[src/hdl/cntPkg.sv]
`default_nettype none

package cntPkg;

	// refresh interval position, counts 0..10 on E falls
	typedef logic [3:0] refCntT;

	// long interval position, one step per refresh wrap
	typedef logic [11:0] longCntT;

	// remaining QoS window in refresh intervals
	typedef logic [3:0] qosCntT;

	// QoS timeout setting from the board jumpers
	typedef logic [3:0] slowTimeoutT; // zero keeps QoS always on

	// startup machine
	typedef enum logic [1:0] {
		stHold0,   // host in reset, bus requested
		stHold1,   // still holding
		stNmiWait, // NMI press here gives the bus back
		stRun      // normal operation
	} startStateT;

	// refresh interval, 11 positions
	localparam refCntT REF_LAST = 4'd10;
	localparam refCntT REF_URG_FROM = 4'd8; // urgent from here up to REF_LAST

	// window loaded on every slow select
	localparam qosCntT QOS_RELOAD = 4'd15;

	// long interval, 4096 refresh wraps
	localparam longCntT LONG_LAST = 12'd4095;

endpackage

`default_nettype wire

[src/hdl/hostClkMon.sv]
`timescale 1ns/100ps
`default_nettype none

module hostClkMon (
	input  wire  CLK,
	input  wire  arstN,
	input  wire  E,       // host E clock, async to CLK
	input  wire  C8M,     // host 8 MHz clock, async to CLK
	output logic eFall,   // one CLK per E falling edge
	output logic c8mFall, // one CLK per C8M falling edge
	output logic nPOR     // low while C8M is stuck
);

	logic [1:0] eSr;   // E synchronizer, [0] is newest
	logic [3:0] c8mSr; // C8M synchronizer plus history for stall check

	// E sync chain
	always_ff @(posedge CLK or negedge arstN) begin
		if (!arstN) begin
			eSr <= '0;
		end else begin
			eSr <= {eSr[0], E};
		end
	end

	// C8M sync chain, four deep so a stopped clock shows up
	always_ff @(posedge CLK or negedge arstN) begin
		if (!arstN) begin
			c8mSr <= '0;
		end else begin
			c8mSr <= {c8mSr[2:0], C8M};
		end
	end

	// falling edges from the two oldest-but-one stages
	assign eFall = eSr[1] && !eSr[0];
	assign c8mFall = c8mSr[1] && !c8mSr[0];

	// power-on reset tracks C8M activity
	always_ff @(posedge CLK or negedge arstN) begin
		if (!arstN) begin
			nPOR <= 1'b0; // hold host reset from the start
		end else if (c8mSr == 4'b0000 || c8mSr == 4'b1111) begin
			nPOR <= 1'b0; // four equal samples, host clock stopped
		end else if (c8mSr[1:0] == 2'b01) begin
			nPOR <= 1'b1; // rising edge seen again
		end
	end

endmodule

`default_nettype wire

[src/hdl/refreshTimer.sv]
`timescale 1ns/100ps
`default_nettype none

module refreshTimer (
	input  wire  CLK,
	input  wire  arstN,
	input  wire  eFall,   // E falling edge strobe
	output logic RefReq,  // refresh wanted
	output logic RefUrg,  // refresh overdue
	output logic refTick, // refresh interval wrapped
	output logic longTick // long interval wrapped
);

	import cntPkg::*;

	refCntT  refPos;  // position inside refresh interval
	longCntT longPos; // position inside long interval
	logic    refWrap; // last refresh position on this E fall
	logic    longWrap;

	assign refWrap = eFall && (refPos == REF_LAST);
	assign longWrap = refTick && (longPos == LONG_LAST);

	// refresh interval, about 14 us at 11 E periods
	always_ff @(posedge CLK or negedge arstN) begin
		if (!arstN) begin
			refPos <= '0;
			RefReq <= 1'b0;
			RefUrg <= 1'b0;
		end else if (eFall) begin
			if (refPos == REF_LAST) begin
				refPos <= '0;
			end else begin
				refPos <= refPos + 1'b1;
			end
			// levels come from the old position
			RefReq <= refPos != REF_LAST;
			RefUrg <= (refPos >= REF_URG_FROM) && (refPos != REF_LAST);
		end
	end

	// long interval, 4096 refresh wraps, roughly 57 ms
	always_ff @(posedge CLK or negedge arstN) begin
		if (!arstN) begin
			longPos <= '0;
		end else if (refTick) begin
			if (longPos == LONG_LAST) begin
				longPos <= '0;
			end else begin
				longPos <= longPos + 1'b1;
			end
		end
	end

	// both ticks registered, one cycle behind their cause
	always_ff @(posedge CLK or negedge arstN) begin
		if (!arstN) begin
			refTick <= 1'b0;
			longTick <= 1'b0;
		end else begin
			refTick <= refWrap;
			longTick <= longWrap;
		end
	end

endmodule

`default_nettype wire

[src/hdl/qosCtl.sv]
`timescale 1ns/100ps
`default_nettype none

module qosCtl (
	input  wire                 CLK,
	input  wire                 arstN,
	input  wire                 refTick,       // drains the window
	input  wire                 c8mFall,       // lets one CPU clock through
	input  wire                 nAS,           // CPU address strobe
	input  wire                 ASrf,          // refresh access in progress
	input  wire                 BACT,          // bus cycle active
	input  wire                 nRESin,        // reset button
	input  wire                 IACKCS,
	input  wire                 VIACS,
	input  wire                 IWMCS,
	input  wire                 SCCCS,
	input  wire                 SCSICS,
	input  wire                 SndCSWR,       // sound buffer write
	input  wire                 SlowIACK,
	input  wire                 SlowVIA,
	input  wire                 SlowIWM,
	input  wire                 SlowSCC,
	input  wire                 SlowSCSI,
	input  wire                 SlowSnd,
	input  wire                 SlowClockGate, // low disables clock gating
	input  cntPkg::slowTimeoutT SlowTimeout,
	output logic                QoSEN,
	output logic                MCKE           // CPU clock enable
);

	import cntPkg::*;

	logic   slowHit;  // registered slow select
	logic   anySlow;  // some enabled slow device selected now
	qosCntT qosCnt;   // window left, in refresh intervals
	logic   mckeSetN; // async set of MCKE

	// selects only count during an active cycle
	assign anySlow = BACT && (
		(SlowIACK && IACKCS) ||
		(SlowVIA  && VIACS)  ||
		(SlowIWM  && IWMCS)  ||
		(SlowSCC  && SCCCS)  ||
		(SlowSCSI && SCSICS) ||
		(SlowSnd  && SndCSWR));

	always_ff @(posedge CLK or negedge arstN) begin
		if (!arstN) begin
			slowHit <= 1'b0;
		end else begin
			slowHit <= !nRESin || anySlow; // button press also opens window
		end
	end

	// window counter, reload wins over drain
	always_ff @(posedge CLK or negedge arstN) begin
		if (!arstN) begin
			qosCnt <= '0;
		end else if (slowHit) begin
			qosCnt <= QOS_RELOAD;
		end else if (refTick && qosCnt != '0) begin
			qosCnt <= qosCnt - 1'b1;
		end
	end

	// only change QoSEN between bus cycles
	always_ff @(posedge CLK or negedge arstN) begin
		if (!arstN) begin
			QoSEN <= 1'b0;
		end else if (!BACT) begin
			QoSEN <= (qosCnt != '0) || (SlowTimeout == '0);
		end
	end

	// address strobe or board reset forces the clock on
	assign mckeSetN = arstN && nAS;

	// CPU clock gating on falling CLK
	always_ff @(negedge CLK or negedge mckeSetN) begin
		if (!mckeSetN) begin
			MCKE <= 1'b1;
		end else begin
			MCKE <= ASrf || !QoSEN || c8mFall || !SlowClockGate;
		end
	end

endmodule

`default_nettype wire

[src/hdl/startupSeq.sv]
`timescale 1ns/100ps
`default_nettype none

module startupSeq (
	input  wire  CLK,
	input  wire  arstN,
	input  wire  nPOR,     // restarts the sequence while low
	input  wire  longTick, // paces the sequence
	input  wire  nIPL2,    // low while NMI button held
	output logic nRESout,  // host reset
	output logic nBR_IOB,  // bus request, low requests
	output logic AoutOE    // PDS address and control drivers
);

	import cntPkg::*;

	startStateT state;

	// state walk, one step per long interval
	always_ff @(posedge CLK or negedge arstN) begin
		if (!arstN) begin
			state <= stHold0;
		end else if (!nPOR) begin
			state <= stHold0; // host clock lost, start over
		end else begin
			case (state)
				stHold0: if (longTick) state <= stHold1;
				stHold1: if (longTick) state <= stNmiWait;
				stNmiWait: if (longTick && nIPL2) state <= stRun; // wait out NMI
				stRun: state <= stRun;
				default: state <= stHold0;
			endcase
		end
	end

	// registered outputs per state
	always_ff @(posedge CLK or negedge arstN) begin
		if (!arstN) begin
			nRESout <= 1'b0;
			nBR_IOB <= 1'b0;
			AoutOE <= 1'b0;
		end else begin
			case (state)
				stHold0, stHold1: begin
					nRESout <= 1'b0; // host held in reset
					nBR_IOB <= 1'b0; // ask for the bus
					AoutOE <= 1'b0;  // drivers off
				end
				stNmiWait: begin
					nRESout <= 1'b0;
					AoutOE <= 1'b0;
					if (!nIPL2) nBR_IOB <= 1'b1; // NMI press, leave bus to host
				end
				default: begin
					AoutOE <= !nBR_IOB; // drive only if we own the bus
					if (longTick) nRESout <= 1'b1; // let host run
				end
			endcase
		end
	end

endmodule

`default_nettype wire

[src/hdl/cntTop.sv]
`timescale 1ns/100ps
`default_nettype none

module cntTop (
	input  wire                 CLK,
	input  wire                 arstN,
	// host clocks
	input  wire                 E,
	input  wire                 C8M,
	output wire                 nPOR,
	// refresh
	output wire                 RefReq,
	output wire                 RefUrg,
	// reset, NMI and bus mastering
	output wire                 nRESout,
	input  wire                 nRESin,
	input  wire                 nIPL2,
	output wire                 AoutOE,
	output wire                 nBR_IOB,
	// bus status
	input  wire                 nAS,
	input  wire                 ASrf,
	input  wire                 BACT,
	// chip selects from the decoder
	input  wire                 IACKCS,
	input  wire                 VIACS,
	input  wire                 IWMCS,
	input  wire                 SCCCS,
	input  wire                 SCSICS,
	input  wire                 SndCSWR,
	// QoS settings
	input  wire                 SlowIACK,
	input  wire                 SlowVIA,
	input  wire                 SlowIWM,
	input  wire                 SlowSCC,
	input  wire                 SlowSCSI,
	input  wire                 SlowSnd,
	input  wire                 SlowClockGate,
	input  cntPkg::slowTimeoutT SlowTimeout,
	// QoS outputs
	output wire                 QoSEN,
	output wire                 MCKE
);

	wire eFall;    // E falling edge
	wire c8mFall;  // C8M falling edge
	wire refTick;  // refresh interval wrap
	wire longTick; // long interval wrap

	hostClkMon i_hostClkMon (
		.CLK(CLK), .arstN(arstN),
		.E(E), .C8M(C8M),
		.eFall(eFall), .c8mFall(c8mFall), .nPOR(nPOR)
	);

	refreshTimer i_refreshTimer (
		.CLK(CLK), .arstN(arstN), .eFall(eFall),
		.RefReq(RefReq), .RefUrg(RefUrg),
		.refTick(refTick), .longTick(longTick)
	);

	qosCtl i_qosCtl (
		.CLK(CLK), .arstN(arstN),
		.refTick(refTick), .c8mFall(c8mFall),
		.nAS(nAS), .ASrf(ASrf), .BACT(BACT), .nRESin(nRESin),
		.IACKCS(IACKCS), .VIACS(VIACS), .IWMCS(IWMCS),
		.SCCCS(SCCCS), .SCSICS(SCSICS), .SndCSWR(SndCSWR),
		.SlowIACK(SlowIACK), .SlowVIA(SlowVIA), .SlowIWM(SlowIWM),
		.SlowSCC(SlowSCC), .SlowSCSI(SlowSCSI), .SlowSnd(SlowSnd),
		.SlowClockGate(SlowClockGate), .SlowTimeout(SlowTimeout),
		.QoSEN(QoSEN), .MCKE(MCKE)
	);

	startupSeq i_startupSeq (
		.CLK(CLK), .arstN(arstN),
		.nPOR(nPOR), .longTick(longTick), .nIPL2(nIPL2),
		.nRESout(nRESout), .nBR_IOB(nBR_IOB), .AoutOE(AoutOE)
	);

endmodule

`default_nettype wire

[config.mk]
export PLATFORM = sky130hd
export DESIGN_NAME = cntTop
export DESIGN_NICKNAME = d
export VERILOG_FILES = /design/src/hdl/cntPkg.sv /design/src/hdl/hostClkMon.sv /design/src/hdl/refreshTimer.sv /design/src/hdl/qosCtl.sv /design/src/hdl/startupSeq.sv /design/src/hdl/cntTop.sv
export SDC_FILE = /design/constraint.sdc
export NUM_CORES = 1
export LEC_CHECK = 0
export BUFFER_PORTS_ARGS = -buffer_cell sky130_fd_sc_hd__buf_2
export CORE_MARGIN = 2
export CORE_UTILIZATION = 40
export DETAILED_ROUTE_END_ITERATION = 10
export PLACE_DENSITY_LB_ADDON = 0.25
export SLEW_MARGIN = 20
export SYNTH_ARGS = -nofsm -noshare
export SYNTH_HDL_FRONTEND = slang
export SYNTH_SLANG_ARGS = --single-unit
[constraint.sdc]
create_clock -name CLK -period 3.2 [get_ports CLK]
set_input_delay 0.48 -clock CLK [delete_from_list [all_inputs] [get_ports CLK]]
set_output_delay 0.48 -clock CLK [all_outputs]
set_load 0.01 [all_outputs]
* Word level (Yosys, flattened, before mapping)
Cells that the tools add are included.
Operators by class: add/subtract/negate cells 3, order comparisons 1, equal/unequal tests 12, muxes and demuxes 16, reductions and logical operators 44
Operators with widths (number):
- 1-bit logical AND | 15
- 12-bit by 1-bit adder with 12-bit output (second input constant) | 1
- 12-bit equality test (second input constant) | 1
- 12-bit 2-to-1 mux | 1
- 4-bit 2-to-1 mux | 3
- 1-bit logical OR | 11
- 4-bit equality test (second input constant) | 2
- 4-bit logical NOT | 2
- 2-bit 2-to-1 mux | 4
- 2-bit one-hot mux with 4 select lines | 1
- 2-bit nonzero test | 4
- 1-bit logical NOT | 6
- 1-bit 2-to-1 mux | 6
- 3-bit inequality test (second input constant) | 2
- 4-bit by 1-bit adder with 4-bit output (second input constant) | 1
- 2-bit by 1-bit equality test with 1-bit output (second input constant) | 2
- 2-bit equality test (second input constant) | 2
- 4-bit greater-or-equal comparator (second input constant) | 1
- 4-bit inequality test (second input constant) | 1
- 4-bit nonzero test | 1
- 4-bit by 1-bit subtractor with 4-bit output (second input constant) | 1
- 3-bit by 2-bit inequality test with 1-bit output (second input constant) | 1
- 3-bit AND reduction | 1
- 3-bit OR reduction | 1
- other kinds (5) | 5
Word-level totals: register bits after elaboration 39, output and inout port bits 8, word-level logic and storage cells 93

* Depth between registers and ports, before layout
depth in word-level cells 8, mapped depth 6

* Cells and area by module
Synthesis repeated with hierarchy kept, for this count alone.
Unflattened totals: cell total of the unflattened synthesis 160, area, all modules 1766.7 µm²
Modules (own cells, without submodules):
- refreshTimer | times used 1, cells each 94, area each 993.5 µm²
- qosCtl | times used 1, cells each 34, area each 374.1 µm²
- hostClkMon | times used 1, cells each 14, area each 212.7 µm²
- startupSeq | times used 1, cells each 18, area each 186.4 µm²

==> tab_implementation.tex <==
\begin{tabular}{lr}
\hline
Metric & Value \\
\hline
\multicolumn{2}{l}{\textbf{Status}} \\
\quad Status & complete, no violations \\
\multicolumn{2}{l}{\textbf{Timing}} \\
\quad Final total negative setup slack & 0 ns \\
\quad Slew Limit Headroom & $\sim$69\% \\
\quad Setup slack of the critical path after layout & $\sim$0.15 ns \\
\quad Hold Worst Slack & $\sim$0.27 ns \\
\quad Setup Skew & 0.0531 ns \\
\quad Unrepaired setup endpoints after global routing & no \\
\quad Worst Max-Slew Pin Slew & 0.464 ns \\
\quad Number of hold-slack violations in the final timing report & 0 \\
\quad Pins over their slew limit & 0 \\
\quad Final setup fails & 0 \\
\multicolumn{2}{l}{\textbf{Critical path}} \\
\quad WP buf/inv & 1 \\
\quad Capture point of the critical path & MCKE \\
\quad Critical-path cell list & buf\_2 \\
\quad R2r startpoint & i\_hostClkMon.c8mSr[0] \\
\quad Data arrival time at the worst-slack endpoint & 2.57 ns \\
\quad Biggest fanout along the worst timing path & 1 \\
\quad R2R Setup Slk & between 0.9 and 1 ns \\
\quad Start-to-end type of the worst setup path & reg2out \\
\quad R2R depth & 2 \\
\quad Crit Reg-Reg Endpoint & i\_qosCtl.MCKE \\
\quad Critical Path Source & i\_qosCtl.MCKE \\
\quad Worst path top cell family by delay & flip-flops \\
\quad Critical Path Slowest Stage Cell & dfstp\_2 \\
\quad Number of cells on the critical path & 1 \\
\quad Type of element capturing the critical path & primary output \\
\quad Required time reported for the critical path endpoint & between 2 and 3 ns \\
\quad Largest stage delay on the critical path & $\sim$0.50 ns \\
\quad Startpoint type of the worst setup path & flip-flop \\
\multicolumn{2}{l}{\textbf{Worst hold path}} \\
\quad Worst min-delay path category & in2async \\
\multicolumn{2}{l}{\textbf{Synth}} \\
\quad \#FFs+latches synth & 39 \\
\quad Synth area leaders & dfrtp\_1 56\%, nand2\_1 3.1\%, xnor2\_1 3.1\%, nand3\_1 2.6\%, o21ai\_0 2.3\% \\
\quad Synth Net Count & 188 \\
\quad Post-Synthesis Mean Instance Area & 10.7 µm² \\
\quad Synth cell count leaders & 38 x dfrtp\_1, 14 x nand2\_1, 10 x nor2\_1 \\
\quad Number of warnings printed during yosys synthesis & 0 \\
\quad Number of flops mapped to enable cells by yosys & 0 \\
\quad Syn Std Cell Area & 1710 µm² \\
\quad Dominant synthesized flop cell & dfrtp\_1 \\
\quad Number of distinct library cell variants in the gate-level netlist after synthesis & 39 \\
\quad Cell type contributing the most total cell area after synthesis & dfrtp\_1 \\
\quad Share of async-settable or async-resettable flops after synthesis & 100\% \\
\quad Seq/Total Area, Yosys & 57.2\% \\
\quad Cell count after synthesis & between 150 and 200 \\
\quad Portion of synthesized cell area occupied by the leading cell type & about 56\% \\
\quad Library cell with the highest instance count after synthesis & dfrtp\_1 \\
\multicolumn{2}{l}{\textbf{Pwr}} \\
\quad Power per cell area & 526 nW/µm² \\
\quad Peak supply drop & 275 µV \\
\quad Static leakage & between 0.0009 and 0.001 µW \\
\multicolumn{2}{l}{\textbf{Flow run}} \\
\quad Max\_cap viols & 0 \\
\multicolumn{2}{l}{\textbf{Floorplanning}} \\
\quad Initial Utilization & 42.1\% \\
\quad I/O pin count & 34 \\
\quad Placement row count & 23 \\
\quad Chip Height & 69.4 µm \\
\quad Die area & 4810 µm² \\
\quad Die Wd & roughly 69 µm \\
\quad Std-Cell Core Area & 4060 µm² \\
\multicolumn{2}{l}{\textbf{Global route}} \\
\quad First-pass GRT wire length & approximately 5600 µm \\
\quad Number of antenna violations at the first check in global routing & 0 \\
\quad Largest net degree at the start of global routing & 39 \\
\quad Sum of overflow across all layers after global routing & 0 \\
\quad Global-route usage over all layers & 14.7\% \\
\quad Vias in the first global route & 1295 \\
\multicolumn{2}{l}{\textbf{Drt}} \\
\quad Initial DRC Count & 82 \\
\quad Post-route antenna net violation count & 0 \\
\quad WL per Instance & about 13 µm \\
\quad First-pass iteration count of the detailed router & 4 \\
\quad Drt via density & 5.33 \\
\quad Remaining DRCs & 0 \\
\quad Post-detailed-routing wire length & approximately 3200 µm \\
\quad Via count & 1322 \\
\multicolumn{2}{l}{\textbf{Clock tree}} \\
\quad Count of H-tree levels built during CTS & 2 \\
\quad Maximum number of buffers from clock root to sink & 2 \\
\quad Skew-Pair Late Insertion Delay & 0.34 ns \\
\quad Inserted Clock Buffers & 5 \\
\quad \# hold bufs at CTS & 0 \\
\quad Clock root buffer & clkbuf\_8 \\
\quad Sink Count & 39 \\
\quad Clock tree from TritonCTS & yes \\
\quad Number of buffers added for setup after CTS & 0 \\
\quad Post-CTS Resized & 0 \\
\quad Clock transition at path regs & 0.08 ns \\
\multicolumn{2}{l}{\textbf{Placed design}} \\
\quad HPWL Detailed & roughly 2300 µm \\
\quad Post-Place Worst Slack & 0.505 ns \\
\quad Input/output buffers & 33 \\
\quad Final weighted congestion of routability-driven global placement & 0.791 \\
\multicolumn{2}{l}{\textbf{Final layout}} \\
\quad Ant. Diodes & 0 \\
\quad Proportion of layout cells with a drive suffix above 1 & 21.7\% \\
\quad Synthesis-to-layout area growth & 17.5\% \\
\quad Net count, final & between 200 and 250 \\
\quad Filler cell count & 379 \\
\hline
\end{tabular}
==> state kept, by name, indices dropped and copies added, names as in the netlist, 2 cells and up <==
name                    cells
i_refreshTimer.longPos     12
i_hostClkMon.c8mSr          4
i_qosCtl.qosCnt             4
i_refreshTimer.refPos       4
i_hostClkMon.eSr            2
i_startupSeq.state          2
==> cell families after synthesis <==
kind of cell | count (synthesis) | synth area share (%)
AOI/OAI and AO/OA | 31 | 12.2
DFF | 39 | 57.2
and+or+nand+nor | 67 | 21.7
xor gates and xnor gates | 9 | 4.61
adders and majority gates | 2 | 1.46
buffers and inverters | 12 | 2.78
==> layout by cell type (no fill, tap or decap), types with 3 or more instances in the layout <==
cell type and n:
nand2b_1 6, nor2_1 10, nand4_1 4, nor3b_1 3, nand2_1 14, a21oi_1 4, nor2b_1 5, buf_2 33
dfrtp_1 38, xor2_1 3, o31ai_1 3, clkbuf_8 5, and4_1 3, inv_1 8, nand3_1 9, o21ai_0 8
xnor2_1 6, a22oi_1 5, nor3_1 3
==> cell type report <==
cell class	count	area [µm²]	area share, %
Timing Repair Buffer	34	173	8.60
Tap cell	50	62.6	3.12
Sequential cell	39	977	48.7
Clock inverter	2	8.76	0.436
Clock buffer	7	76.3	3.80
Inverter	7	26.3	1.31
Multi-Input combinational cell	109	684	34.1
==> routing by layer <==
layer / vias to the layer above / share of wire [%] / track usage [%]
met5: - / 0 / 0
met4: 0 / 2.5 / 8.71
met3: 7 / 6.5 / 4.07
met2: 46 / 46 / 23.2
met1: 632 / 45 / 17.8
li1: 637 / - / -
==> stage by stage <==
step	util, %	cells	cell area [µm²]	total power (µW)
2_1_floorplan	-	160	1710	683
3_3_place_gp	47.5	240	1930	732
3_5_place_dp	47.5	240	1930	745
4_1_cts	49.5	248	2010	1070
5_1_grt	49.5	248	2010	1120
6_report	49.5	248	2010	1060
==> worst min-delay path by stage <==
stage | start | depth (start not counted) | to
finish | arstN | 2 | i_refreshTimer.longPos[4]
floorplan | arstN | 0 | i_hostClkMon.c8mSr[0]
detailed placement | i_hostClkMon.c8mSr[2] | 0 | i_hostClkMon.c8mSr[3]
CTS | arstN | 2 | i_refreshTimer.longPos[4]
global placement | i_hostClkMon.c8mSr[2] | 0 | i_hostClkMon.c8mSr[3]
global route | C8M | 1 | i_hostClkMon.c8mSr[0]
==> where the power goes <==
group          switching [µW]  total (µW)  internal, µW
logic                    66.0         132          66.3
clock network             170         324           155
registers                56.3         599           543
total                     292        1060           764
No activity file was read; power rests on OpenSTA's default activity.
